[src/logic/exe_cfg.svh]
`ifndef EXE_CFG_SVH
`define EXE_CFG_SVH

// integer datapath width
`define EXE_XLEN 32

// one restoring step per quotient bit
`define EXE_DIV_STEPS `EXE_XLEN

`endif

[src/logic/exe_op_pkg.sv]
package exe_op_pkg;

  // opcode as it arrives from issue
  typedef enum logic [4:0] {
    OP_ADD, OP_SUB, OP_SLT, OP_SLTU,
    OP_AND, OP_OR, OP_NOR, OP_XOR,
    OP_SLL, OP_SRL, OP_SRA, OP_LUI,
    OP_MUL, OP_MULH, OP_MULHU,
    OP_DIV, OP_MOD, OP_DIVU, OP_MODU,
    OP_BEQ, OP_BNE, OP_BLT, OP_BGE,
    OP_BLTU, OP_BGEU,
    OP_B, OP_JIRL
  } exe_opcode_e;

  // which unit writes the result
  typedef enum logic [1:0] {
    UNIT_ALU,
    UNIT_DIV,
    UNIT_BRANCH
  } exe_unit_e;

  typedef enum logic [3:0] {
    ALU_ADD, ALU_SUB, ALU_SLT, ALU_SLTU,
    ALU_AND, ALU_OR, ALU_NOR, ALU_XOR,
    ALU_SLL, ALU_SRL, ALU_SRA, ALU_LUI,
    ALU_MUL, ALU_MULH, ALU_MULHU
  } exe_alu_op_e;

  // branch condition, evaluated from less and zero
  typedef enum logic [2:0] {
    BR_NEVER,
    BR_ALWAYS,
    BR_EQ,
    BR_NE,
    BR_LT,
    BR_GE,
    BR_LTU,
    BR_GEU
  } exe_br_cond_e;

endpackage

[src/logic/exe_bus_pkg.sv]
`include "exe_cfg.svh"

package exe_bus_pkg;

  localparam int TAG_W = 4;  // in-flight id width

  // request from issue, 138 bits
  typedef struct packed {
    exe_op_pkg::exe_opcode_e opcode;
    logic [`EXE_XLEN-1:0]    src1;
    logic [`EXE_XLEN-1:0]    src2;
    logic [`EXE_XLEN-1:0]    imm;
    logic [`EXE_XLEN-1:0]    pc;
    logic [TAG_W-1:0]        tag;
    logic                    pre_jump;
  } exe_issue_t;

  // decoded word held between decode and execute
  typedef struct packed {
    exe_op_pkg::exe_unit_e    unit;
    exe_op_pkg::exe_alu_op_e  alu_op;
    exe_op_pkg::exe_br_cond_e br_cond;
    logic                     div_signed;
    logic                     div_rem;      // remainder instead of quotient
    logic                     use_rj_base;  // jirl jumps off src1
    logic                     link;         // write back pc+4
    logic [`EXE_XLEN-1:0]     src1;
    logic [`EXE_XLEN-1:0]     src2;
    logic [`EXE_XLEN-1:0]     imm;
    logic [`EXE_XLEN-1:0]     pc;
    logic [TAG_W-1:0]         tag;
    logic                     pre_jump;
  } exe_ctrl_t;

  // record returned to write-back and fetch
  typedef struct packed {
    logic [TAG_W-1:0]     tag;
    logic [`EXE_XLEN-1:0] data;
    logic                 taken;
    logic [`EXE_XLEN-1:0] target;
    logic                 mispredict;
  } exe_result_t;

endpackage

[src/logic/exe_decode.sv]
`timescale 1ns/1ps

module exe_decode (
  input  logic                    clk,
  input  logic                    arst_n,
  input  logic                    in_valid,
  output logic                    in_ready,
  input  exe_bus_pkg::exe_issue_t in_req,
  output logic                    dec_valid,
  output exe_bus_pkg::exe_ctrl_t  dec_ctrl,
  input  logic                    dec_ready
);
  import exe_op_pkg::*;
  import exe_bus_pkg::*;

  exe_ctrl_t ctrl_nxt;
  logic      in_fire;

  // free slot, or the held word leaves this cycle
  assign in_ready = ~dec_valid | dec_ready;
  assign in_fire  = in_valid & in_ready;

  always_comb begin
    ctrl_nxt.unit        = UNIT_ALU;
    ctrl_nxt.alu_op      = ALU_ADD;
    ctrl_nxt.br_cond     = BR_NEVER;
    ctrl_nxt.div_signed  = 1'b0;
    ctrl_nxt.div_rem     = 1'b0;
    ctrl_nxt.use_rj_base = 1'b0;
    ctrl_nxt.link        = 1'b0;
    ctrl_nxt.src1        = in_req.src1;
    ctrl_nxt.src2        = in_req.src2;
    ctrl_nxt.imm         = in_req.imm;
    ctrl_nxt.pc          = in_req.pc;
    ctrl_nxt.tag         = in_req.tag;
    ctrl_nxt.pre_jump    = in_req.pre_jump;
    case (in_req.opcode)
      OP_ADD:   ctrl_nxt.alu_op = ALU_ADD;
      OP_SUB:   ctrl_nxt.alu_op = ALU_SUB;
      OP_SLT:   ctrl_nxt.alu_op = ALU_SLT;
      OP_SLTU:  ctrl_nxt.alu_op = ALU_SLTU;
      OP_AND:   ctrl_nxt.alu_op = ALU_AND;
      OP_OR:    ctrl_nxt.alu_op = ALU_OR;
      OP_NOR:   ctrl_nxt.alu_op = ALU_NOR;
      OP_XOR:   ctrl_nxt.alu_op = ALU_XOR;
      OP_SLL:   ctrl_nxt.alu_op = ALU_SLL;
      OP_SRL:   ctrl_nxt.alu_op = ALU_SRL;
      OP_SRA:   ctrl_nxt.alu_op = ALU_SRA;
      OP_LUI:   ctrl_nxt.alu_op = ALU_LUI;
      OP_MUL:   ctrl_nxt.alu_op = ALU_MUL;
      OP_MULH:  ctrl_nxt.alu_op = ALU_MULH;
      OP_MULHU: ctrl_nxt.alu_op = ALU_MULHU;
      OP_DIV, OP_MOD, OP_DIVU, OP_MODU: begin
        ctrl_nxt.unit       = UNIT_DIV;
        ctrl_nxt.div_signed = (in_req.opcode == OP_DIV) | (in_req.opcode == OP_MOD);
        ctrl_nxt.div_rem    = (in_req.opcode == OP_MOD) | (in_req.opcode == OP_MODU);
      end
      // compares run on the alu so less/zero are ready
      OP_BEQ, OP_BNE: begin
        ctrl_nxt.unit    = UNIT_BRANCH;
        ctrl_nxt.alu_op  = ALU_SUB;
        ctrl_nxt.br_cond = (in_req.opcode == OP_BEQ) ? BR_EQ : BR_NE;
      end
      OP_BLT, OP_BGE: begin
        ctrl_nxt.unit    = UNIT_BRANCH;
        ctrl_nxt.alu_op  = ALU_SLT;
        ctrl_nxt.br_cond = (in_req.opcode == OP_BLT) ? BR_LT : BR_GE;
      end
      OP_BLTU, OP_BGEU: begin
        ctrl_nxt.unit    = UNIT_BRANCH;
        ctrl_nxt.alu_op  = ALU_SLTU;
        ctrl_nxt.br_cond = (in_req.opcode == OP_BLTU) ? BR_LTU : BR_GEU;
      end
      OP_B, OP_JIRL: begin
        ctrl_nxt.unit        = UNIT_BRANCH;
        ctrl_nxt.alu_op      = ALU_SUB;
        ctrl_nxt.br_cond     = BR_ALWAYS;
        ctrl_nxt.link        = 1'b1;
        ctrl_nxt.use_rj_base = (in_req.opcode == OP_JIRL);
      end
      default: ctrl_nxt.unit = UNIT_ALU;  // unused encodings act as add
    endcase
  end

  always_ff @(posedge clk or negedge arst_n) begin
    if (!arst_n) begin
      dec_valid <= 1'b0;
    end else if (in_fire) begin
      dec_valid <= 1'b1;
    end else if (dec_ready) begin
      dec_valid <= 1'b0;
    end
  end

  always_ff @(posedge clk) begin
    if (in_fire) begin
      dec_ctrl <= ctrl_nxt;
    end
  end

endmodule

[src/logic/exe_alu.sv]
`timescale 1ns/1ps
`include "exe_cfg.svh"

module exe_alu (
  input  exe_op_pkg::exe_alu_op_e alu_op,
  input  logic [`EXE_XLEN-1:0]    src1,
  input  logic [`EXE_XLEN-1:0]    src2,
  output logic [`EXE_XLEN-1:0]    alu_data,
  output logic                    less,
  output logic                    zero
);
  import exe_op_pkg::*;

  localparam int XLEN = `EXE_XLEN;
  localparam int SH_W = $clog2(XLEN);

  logic                     do_sub;
  logic [XLEN-1:0]          adder_b;
  logic [XLEN-1:0]          adder_res;
  logic                     adder_cout;
  logic                     slt_bit;
  logic                     sltu_bit;
  logic [2*XLEN-1:0]        sr64;
  logic                     mul_signed;
  logic signed [XLEN:0]     mul_a;
  logic signed [XLEN:0]     mul_b;
  logic signed [2*XLEN+1:0] product;

  // one adder for add, sub and both compares
  assign do_sub  = (alu_op == ALU_SUB) | (alu_op == ALU_SLT) | (alu_op == ALU_SLTU);
  assign adder_b = do_sub ? ~src2 : src2;
  assign {adder_cout, adder_res} = src1 + adder_b + {{(XLEN-1){1'b0}}, do_sub};

  // signs differ -> src1 sign decides, else sign of the difference
  assign slt_bit  = (src1[XLEN-1] & ~src2[XLEN-1])
                  | (~(src1[XLEN-1] ^ src2[XLEN-1]) & adder_res[XLEN-1]);
  assign sltu_bit = ~adder_cout;  // borrow out

  // upper half filled with sign for sra only
  assign sr64 = {{XLEN{(alu_op == ALU_SRA) & src1[XLEN-1]}}, src1} >> src2[SH_W-1:0];

  // extra top bit makes one signed multiplier serve both cases
  assign mul_signed = (alu_op == ALU_MULH);
  assign mul_a      = {mul_signed & src1[XLEN-1], src1};
  assign mul_b      = {mul_signed & src2[XLEN-1], src2};
  assign product    = mul_a * mul_b;

  always_comb begin
    case (alu_op)
      ALU_ADD, ALU_SUB: alu_data = adder_res;
      ALU_SLT:          alu_data = {{(XLEN-1){1'b0}}, slt_bit};
      ALU_SLTU:         alu_data = {{(XLEN-1){1'b0}}, sltu_bit};
      ALU_AND:          alu_data = src1 & src2;
      ALU_OR:           alu_data = src1 | src2;
      ALU_NOR:          alu_data = ~(src1 | src2);
      ALU_XOR:          alu_data = src1 ^ src2;
      ALU_SLL:          alu_data = src1 << src2[SH_W-1:0];
      ALU_SRL, ALU_SRA: alu_data = sr64[XLEN-1:0];
      ALU_LUI:          alu_data = src2;  // immediate already shifted upstream
      ALU_MUL:          alu_data = product[XLEN-1:0];
      ALU_MULH, ALU_MULHU: begin
        alu_data = product[2*XLEN-1:XLEN];
      end
      default:          alu_data = adder_res;
    endcase
  end

  // branch flags, meaningful when decode picked sub/slt/sltu
  assign less = (alu_op == ALU_SLTU) ? sltu_bit : slt_bit;
  assign zero = ~|adder_res;

endmodule

[src/logic/exe_div.sv]
`timescale 1ns/1ps
`include "exe_cfg.svh"

module exe_div (
  input  logic                 clk,
  input  logic                 arst_n,
  input  logic                 start,
  input  logic                 div_signed,
  input  logic                 div_rem,
  input  logic [`EXE_XLEN-1:0] dividend,
  input  logic [`EXE_XLEN-1:0] divisor,
  output logic                 div_busy,
  output logic                 div_done,
  output logic [`EXE_XLEN-1:0] div_data
);

  localparam int XLEN  = `EXE_XLEN;
  localparam int STEPS = `EXE_DIV_STEPS;
  localparam int CNT_W = $clog2(STEPS);

  typedef enum logic [1:0] {
    IDLE,
    RUN,
    DONE
  } state_e;

  state_e          state;
  logic [CNT_W-1:0] cnt;
  logic [XLEN-1:0] quo;      // dividend bits out, quotient bits in
  logic [XLEN-1:0] rem;
  logic [XLEN-1:0] dvsr;
  logic            neg_q;
  logic            neg_r;
  logic            rem_sel;
  logic            dvsr_zero;
  logic            a_neg;
  logic            b_neg;
  logic [XLEN:0]   rem_sh;
  logic [XLEN:0]   diff;
  logic [XLEN-1:0] quo_fix;
  logic [XLEN-1:0] rem_fix;

  assign a_neg = div_signed & dividend[XLEN-1];
  assign b_neg = div_signed & divisor[XLEN-1];

  // trial subtract, top bit is the borrow
  assign rem_sh = {rem, quo[XLEN-1]};
  assign diff   = rem_sh - {1'b0, dvsr};

  always_ff @(posedge clk or negedge arst_n) begin
    if (!arst_n) begin
      state <= IDLE;
      cnt   <= '0;
    end else begin
      case (state)
        IDLE: begin
          if (start) begin
            state <= RUN;
            cnt   <= '0;
          end
        end
        RUN: begin
          cnt <= cnt + 1'b1;
          if (cnt == CNT_W'(STEPS - 1)) begin
            state <= DONE;
          end
        end
        DONE:    state <= IDLE;  // done lasts one cycle
        default: state <= IDLE;
      endcase
    end
  end

  always_ff @(posedge clk) begin
    if (state == IDLE && start) begin
      quo       <= a_neg ? -dividend : dividend;
      dvsr      <= b_neg ? -divisor : divisor;
      rem       <= '0;
      neg_q     <= a_neg ^ b_neg;
      neg_r     <= a_neg;  // remainder follows the dividend sign
      rem_sel   <= div_rem;
      dvsr_zero <= ~|divisor;
    end else if (state == RUN) begin
      if (!diff[XLEN]) begin
        rem <= diff[XLEN-1:0];
        quo <= {quo[XLEN-2:0], 1'b1};
      end else begin
        rem <= rem_sh[XLEN-1:0];
        quo <= {quo[XLEN-2:0], 1'b0};
      end
    end
  end

  // zero divisor leaves all ones in quo and |dividend| in rem, so only
  // the quotient sign fix must be skipped
  // min / -1 needs nothing extra: 0x80000000 negates to itself
  assign quo_fix = (neg_q & ~dvsr_zero) ? -quo : quo;
  assign rem_fix = neg_r ? -rem : rem;
  assign div_data = rem_sel ? rem_fix : quo_fix;  // held until next start

  assign div_busy = (state != IDLE);
  assign div_done = (state == DONE);

endmodule

[src/logic/exe_result.sv]
`timescale 1ns/1ps
`include "exe_cfg.svh"

module exe_result (
  input  logic                     clk,
  input  logic                     arst_n,
  input  logic                     dec_valid,
  input  exe_bus_pkg::exe_ctrl_t   dec_ctrl,
  output logic                     dec_ready,
  input  logic [`EXE_XLEN-1:0]     alu_data,
  input  logic                     less,
  input  logic                     zero,
  input  logic                     div_busy,
  input  logic                     div_done,
  input  logic [`EXE_XLEN-1:0]     div_data,
  output logic                     div_start,
  output logic                     out_valid,
  output exe_bus_pkg::exe_result_t out_res,
  input  logic                     out_ready
);
  import exe_op_pkg::*;
  import exe_bus_pkg::*;

  localparam int XLEN = `EXE_XLEN;

  logic            is_div;
  logic            is_br;
  logic            div_pend;   // start already sent for this word
  logic            div_ok;     // done seen while output was blocked
  logic            unit_done;
  logic            dec_fire;
  logic            cond_ok;
  logic            taken;
  logic [XLEN-1:0] base;
  logic [XLEN-1:0] target;
  logic [XLEN-1:0] link_data;
  exe_result_t     res_nxt;

  assign is_div    = (dec_ctrl.unit == UNIT_DIV);
  assign is_br     = (dec_ctrl.unit == UNIT_BRANCH);
  assign div_start = dec_valid & is_div & ~div_pend & ~div_busy;
  assign unit_done = ~is_div | div_done | div_ok;
  assign dec_ready = unit_done & (~out_valid | out_ready);
  assign dec_fire  = dec_valid & dec_ready;

  always_comb begin
    case (dec_ctrl.br_cond)
      BR_ALWAYS:      cond_ok = 1'b1;
      BR_EQ:          cond_ok = zero;
      BR_NE:          cond_ok = ~zero;
      BR_LT, BR_LTU:  cond_ok = less;
      BR_GE, BR_GEU:  cond_ok = ~less;
      default:        cond_ok = 1'b0;
    endcase
  end

  assign taken     = is_br & cond_ok;
  assign base      = dec_ctrl.use_rj_base ? dec_ctrl.src1 : dec_ctrl.pc;
  assign target    = base + {dec_ctrl.imm[XLEN-3:0], 2'b00};
  assign link_data = dec_ctrl.pc + XLEN'(4);

  always_comb begin
    res_nxt.tag        = dec_ctrl.tag;
    res_nxt.taken      = taken;
    res_nxt.target     = is_br ? target : '0;
    res_nxt.mispredict = is_br & (taken != dec_ctrl.pre_jump);
    case (dec_ctrl.unit)
      UNIT_DIV:    res_nxt.data = div_data;
      UNIT_BRANCH: res_nxt.data = dec_ctrl.link ? link_data : '0;
      default:     res_nxt.data = alu_data;
    endcase
  end

  always_ff @(posedge clk or negedge arst_n) begin
    if (!arst_n) begin
      div_pend  <= 1'b0;
      div_ok    <= 1'b0;
      out_valid <= 1'b0;
    end else begin
      if (dec_fire) begin
        div_pend <= 1'b0;
        div_ok   <= 1'b0;
      end else begin
        if (div_start) div_pend <= 1'b1;
        if (div_done)  div_ok   <= 1'b1;
      end
      if (dec_fire) begin
        out_valid <= 1'b1;
      end else if (out_ready) begin
        out_valid <= 1'b0;
      end
    end
  end

  always_ff @(posedge clk) begin
    if (dec_fire) begin
      out_res <= res_nxt;  // holds while stalled
    end
  end

endmodule

[src/logic/exe_top.sv]
`timescale 1ns/1ps
`include "exe_cfg.svh"

module exe_top (
  input  logic                     clk,
  input  logic                     arst_n,
  input  logic                     in_valid,
  output logic                     in_ready,
  input  exe_bus_pkg::exe_issue_t  in_req,
  output logic                     out_valid,
  input  logic                     out_ready,
  output exe_bus_pkg::exe_result_t out_res
);
  import exe_bus_pkg::*;

  logic                 dec_valid;
  logic                 dec_ready;
  exe_ctrl_t            dec_ctrl;
  logic [`EXE_XLEN-1:0] alu_data;
  logic                 less;
  logic                 zero;
  logic                 div_start;
  logic                 div_busy;
  logic                 div_done;
  logic [`EXE_XLEN-1:0] div_data;

  exe_decode exe_decode_inst (
    .clk       (clk),
    .arst_n    (arst_n),
    .in_valid  (in_valid),
    .in_ready  (in_ready),
    .in_req    (in_req),
    .dec_valid (dec_valid),
    .dec_ctrl  (dec_ctrl),
    .dec_ready (dec_ready)
  );

  // branch compare selected by decode via alu_op
  exe_alu exe_alu_inst (
    .alu_op   (dec_ctrl.alu_op),
    .src1     (dec_ctrl.src1),
    .src2     (dec_ctrl.src2),
    .alu_data (alu_data),
    .less     (less),
    .zero     (zero)
  );

  exe_div exe_div_inst (
    .clk        (clk),
    .arst_n     (arst_n),
    .start      (div_start),
    .div_signed (dec_ctrl.div_signed),
    .div_rem    (dec_ctrl.div_rem),
    .dividend   (dec_ctrl.src1),
    .divisor    (dec_ctrl.src2),
    .div_busy   (div_busy),
    .div_done   (div_done),
    .div_data   (div_data)
  );

  exe_result exe_result_inst (
    .clk       (clk),
    .arst_n    (arst_n),
    .dec_valid (dec_valid),
    .dec_ctrl  (dec_ctrl),
    .dec_ready (dec_ready),
    .alu_data  (alu_data),
    .less      (less),
    .zero      (zero),
    .div_busy  (div_busy),
    .div_done  (div_done),
    .div_data  (div_data),
    .div_start (div_start),
    .out_valid (out_valid),
    .out_res   (out_res),
    .out_ready (out_ready)
  );

endmodule

[config.mk]
export PLATFORM = sky130hd
export DESIGN_NAME = exe_top
export DESIGN_NICKNAME = d
export VERILOG_FILES = /design/src/logic/exe_op_pkg.sv /design/src/logic/exe_bus_pkg.sv /design/src/logic/exe_decode.sv /design/src/logic/exe_alu.sv /design/src/logic/exe_div.sv /design/src/logic/exe_result.sv /design/src/logic/exe_top.sv
export VERILOG_INCLUDE_DIRS = /design/src /design/src/logic
export SDC_FILE = /design/constraint.sdc
export NUM_CORES = 2
export LEC_CHECK = 0
export ABC_AREA = 1
export CORE_UTILIZATION = 60
export CTS_CLUSTER_SIZE = 30
export DETAILED_ROUTE_END_ITERATION = 12
export DONT_BUFFER_PORTS = 1
export GPL_TIMING_DRIVEN = 0
export PLACE_DENSITY = 0.81
export SYNTH_ARGS = -nofsm -noshare
export SYNTH_HDL_FRONTEND = slang
export SYNTH_SLANG_ARGS = --single-unit
[constraint.sdc]
create_clock -name clk -period 15.8 [get_ports clk]
set_clock_uncertainty 0.2 [all_clocks]
set_input_delay 0.79 -clock clk [delete_from_list [all_inputs] [get_ports clk]]
set_output_delay 0.79 -clock clk [all_outputs]
set_load 0.02 [all_outputs]
# Yosys cells after proc, flatten, opt, wreduce, memory -nomap -nowiden
# Cells that the tools add are included.
# classes
addsub	10
n_mul	1
eq_ne	55
shifts	2
muxes	36
n_bitwise	42
reduce_logical	28
# ops
op	count
$mux W32	11
$pmux W32 S11	1
$neg A32 Y32	4
$mul A33 B33 Y64	1
$not A32 Y32	2
$pmux W32 S2	1
$reduce_or A32 Y1	2
$shr A64 B5 Y32	1
$eq A5 B5 Y1 const B	12
$pmux W4 S14	1
$eq A5 B4 Y1 const B	8
$add A32 B32 Y33	1
$add A33 B1 Y33	1
$sub A33 B32 Y33	1
$add A32 B3 Y32 const B	1
$add A32 B32 Y32	1
$and A32 B32 Y32	1
$or A32 B32 Y32	1
$shl A32 B5 Y32	1
$xor A32 B32 Y32	1
$eq A4 B4 Y1 const B	7
$eq A5 B3 Y1 const B	4
$and A1 B1 Y1	16
$eq A4 B3 Y1 const B	4
32 further kinds	90
# word_totals
regBits	325
in_bits	142
output_inout_bits	72
elab_cells	205

# Longest topological paths before layout
# depth
depth_word	14
mapped_depth	38
mapped_depth_nobuf	36

# Modules after synthesis
# From an unflattened synthesis, not the netlist that was laid out.
# hier_totals
cells_unflattened	9071
area_unflattened_um2	68067.8
# by_module_without_submodules
mod	instances	cells_per_inst	area_per_inst_um2	seq_area_each_um2
exe_alu	1	6105	46324.4	0.0
exe_div	1	1771	10616.4	2857.7
exe_result	1	983	6396.1	2177.1
exe_decode	1	212	4730.8	4409.2

# Worst setup path before layout
# OpenSTA, ideal clock, no wires.
# synth_timing
path_type	reg-to-reg
startpoint	register exe_decode_inst.dec_ctrl[144] (netlist name)
endpoint	register exe_decode_inst.dec_ctrl[0] (netlist name)
setup_time_ns	0.694
t_arrival_ns	7.865
required_time_ns	14.906
slack_ns	7.040
stages_incl_launch_ff	6
path_buffers	1
synth_period_minus_slack_ns	8.760
cell_sequence	edfxtp_1 ha_1 buf_2 clkinv_1 o22ai_1 a21oi_1
# synth_between
elab_chain_len	7
# synth_lines
element	line_no	rtl
$eq A2 B1 Y1	exe_result.sv:39	assign is_div = (dec_ctrl.unit == UNIT_DIV);
$not A1 Y1	exe_result.sv:42	assign unit_done = ~is_div | div_done | div_ok;
$or A1 B1 Y1 (2 in a row)	exe_result.sv:42	
$and A1 B1 Y1	exe_result.sv:43	assign dec_ready = unit_done & (~out_valid | out_ready);
$or A1 B1 Y1	exe_decode.sv:20	assign in_ready = ~dec_valid | dec_ready;
$and A1 B1 Y1	exe_decode.sv:21	assign in_fire = in_valid & in_ready;
named net exe_decode_inst.in_fire	exe_decode.sv:17	logic in_fire;
# The timed path passes the listed nets, and every way through them passes these cells.
# A chain may end at the register's enable or synchronous reset.

==> flow_summary_export.csv <==
group,metric,value,unit
worst_setup_path,critPathArrivalTime,12.57,ns
detailed_routing,dr.pass1.iters,13,
place,gp_congestion,1.22,
timing,slew_headroom,-15.2,%
clocking,clk_pin_slew_worst_paths,0.08,ns
logic_synthesis,yosysWarnings,0,
place,pre_cts_ws,4.39,ns
worst_setup_path,r2r-start,"exe_decode_inst.dec_ctrl[140]",
hold_path,hp-class,"input pin to flop",
layout,final_common_cell,"nand2_1",
detailed_routing,drcViolationCount,2,
die,die_x,333,um
timing,finalMaxSlewViolations,97,
hold_path,hold_start,"in_req[24]",
logic_synthesis,syn_area,65900,um^2
clocking,postCtsSetupBuffers,0,
run_status,status,"finished, violations left",
grt,grt_pass1_vias,63800,
worst_setup_path,cpPeakStageDelay,1.18,ns
worst_setup_path,crit_slowest_cell,"buf_1",
grt,grt_pass1_wl,442000,um
layout,drive_gt1_share,3.17,%
grt,grt_usage,56.6,%
timing,rsz0062_at_grt,"false",
hold_path,worstHoldPathCells,0,
grt,grt_max_degree,39,
place,io_buffers,0,
worst_setup_path,r2r_cells,34,
grt,globalRoute.totalOverflow,0,
logic_synthesis,synth_edf_count,282,
logic_synthesis,syn_area_per_cell,7.83,um^2
timing,setup_tns,0,ns
timing,finalCritPeriodShare,78.5,%
die,rows,121,
die,die_h,333,um
timing,worst_pin_slew,1.73,ns
detailed_routing,antenna_left,0,
logic_synthesis,synth_ff_type,"edfxtp_1",
detailed_routing,drt-initial-drc-count,11500,
run_status,failed_checks,"DRC, capacitance limit, slew limit",
logic_synthesis,async_reset_ff_share,3.38,%
layout,final_cell_mix,"nand2_1 (1,979), inv_1 (1,927), fa_1 (1,127)",
detailed_routing,vias,64900,
flow_run,cap_violations,10,
clocking,cts.root.buffer_cell,"clkbuf_16",
logic_synthesis,postSynthCellCount,8423,
detailed_routing,avgRoutedWirePerCell,31.6,um
timing,setup_violations,0,
place,dp_hpwl,259000,um
logic_synthesis,synth-seq-cells,325,
die,start_util,60.6,%
die,die_area,111000,um^2
timing,hold_viol_final,0,
hold_path,hold_path_end,"exe_decode_inst.dec_ctrl[24]",
layout,area_delta_synth_final,5.03,%
clocking,tritoncts,"done",
worst_setup_path,end_kind,"flop",
clocking,numCtsBuffers,31,
logic_synthesis,ys_top_cells_by_area,"fa_1 (34%), edfxtp_1 (13%), nand2_1 (11%)",
die,io_pins,214,
clocking,clk_path_buf_depth,3,
worst_setup_path,crit_top_cell,"fa_1",
logic_synthesis,ys_types,75,
clocking,cts-htree-levels,1,
logic_synthesis,synth.largest_area_cell,"fa_1",
worst_setup_path,worstReg2RegEnd,"exe_result_inst.out_res[59]",
worst_setup_path,worst_setup_path_start_kind,"flop",
detailed_routing,avgViaCountPerCell,6.52,
worst_setup_path,crit_type,"flop to flop",
logic_synthesis,synth_top_area_share,34.3,%
worst_setup_path,worst_ep_required_time,15.96,ns
clocking,clk_latency,0.67,ns
layout,finalNetCount,10100,
detailed_routing,wirelength,314000,um
logic_synthesis,synth_nets,10100,
clocking,cts_resized,0,
timing,setup_slack,3.39,ns
timing,fmax,0.0806,GHz
die,coreArea,109000,um^2
grt,grt_antenna_before_repair,47,
worst_setup_path,rrSetupSlack,3.39,ns
timing,period_minus_slack,12.41,ns
logic_synthesis,synth.yosys.seq_area_share,14.2,%
worst_setup_path,cp_max_fo,11,
clocking,cts.sinks,325,
==> cells in the mapped netlist, drive strengths merged, types with 31 or more instances <==
cell type  number
ha            379
inv          1952
nor2          488
fa           1128
nand2        1993
o211ai         57
a31oi          31
xor2          130
xnor2          33
dfxtp          32
buf           146
nor3           80
nand4          43
clkbuf        247
a21oi         345
edfxtp        282
o21ai         519
nand3         217
==> how the worst max path moves through the flow <==
stage,startpoint,endpoint,slack (ns),cells after the start
finish,exe_decode_inst.dec_ctrl[140],exe_result_inst.out_res[59],3.39,34
global placement,exe_decode_inst.dec_ctrl[144],exe_decode_inst.dec_ctrl[91],3.82,5
global route,exe_decode_inst.dec_ctrl[140],exe_result_inst.out_res[58],3.26,34
floorplan,exe_decode_inst.dec_ctrl[144],exe_decode_inst.dec_ctrl[0],7.04,5
detailed placement,exe_decode_inst.dec_ctrl[140],exe_result_inst.out_res[52],4.39,32
CTS,exe_decode_inst.dec_ctrl[140],exe_result_inst.out_res[59],4.36,32
==> per-layer routing <==
metal | wire length [um] | track usage, %
met1 | 108000 | 70.0
met2 | 117000 | 72.9
met3 | 61000 | 33.4
met4 | 27600 | 37.3
met5 | 1270 | 5.91
==> repair_timing <==
item                       CTS  global route
hold buffers                 1             0
setup endpoints to repair    0             0
hold endpoints to repair    11             0
==> critical path, delay by kind of cell (launching register included) <==
family	cells	cell delay, ns
compound gates	3	0.41
buf+inv	10	3.28
simple gates	12	2.24
fa+ha+maj	9	5.49
flops	1	0.47
==> sequential cells by signal (all words and copies together) (netlist names), 2 cells and up <==
name	count
exe_div_inst.quo	32
exe_div_inst.dvsr	32
exe_div_inst.rem	32
exe_result_inst.out_res	70
exe_decode_inst.dec_ctrl	144
exe_div_inst.state	2
exe_div_inst.cnt	5
==> through the flow <==
stage	hold WS (ns)	cell area [um^2]	util [%]	cells
detailed placement	0.208	67900	62.4	9848
global route	0.0282	69200	63.5	9919
floorplan	0.200	65900	-	8423
finish	0.0120	69200	63.6	9947
CTS	0.0222	69100	63.5	9907
global placement	0.200	67700	62.2	9837
==> cell type report <==
class / count / area [um^2]
well taps: 1414 / 1770
diodes: 36 / 90.1
clock inverters: 27 / 353
multi-input cells: 5747 / 47600
repair buffers: 16 / 285
fillers: 9119 / 39600
clock buffers: 31 / 776
flip-flops and latches: 325 / 9380
plain buffers: 393 / 1610
inverters: 1958 / 7350
==> cell families (layout without fill, tap and decap cells) <==
| logic type | after synthesis | in the layout | share of synthesized area [%] |
|---|---|---|---|
| buffers and inverters | 2351 | 2425 | 13.6 |
| xor gates and xnor gates | 163 | 163 | 2.17 |
| AOI/OAI and AO/OA | 1172 | 1172 | 10.3 |
| other | 0 | 36 | 0 |
| and+or+nand+nor | 2886 | 2886 | 18.0 |
| DFF | 325 | 325 | 14.2 |
| adders and majority gates | 1507 | 1507 | 41.4 |
| muxes | 19 | 19 | 0.288 |
Power is left out: the tool's default activity adds up to more than one toggle a clock period on the data nets, which glitch-free logic cannot reach.
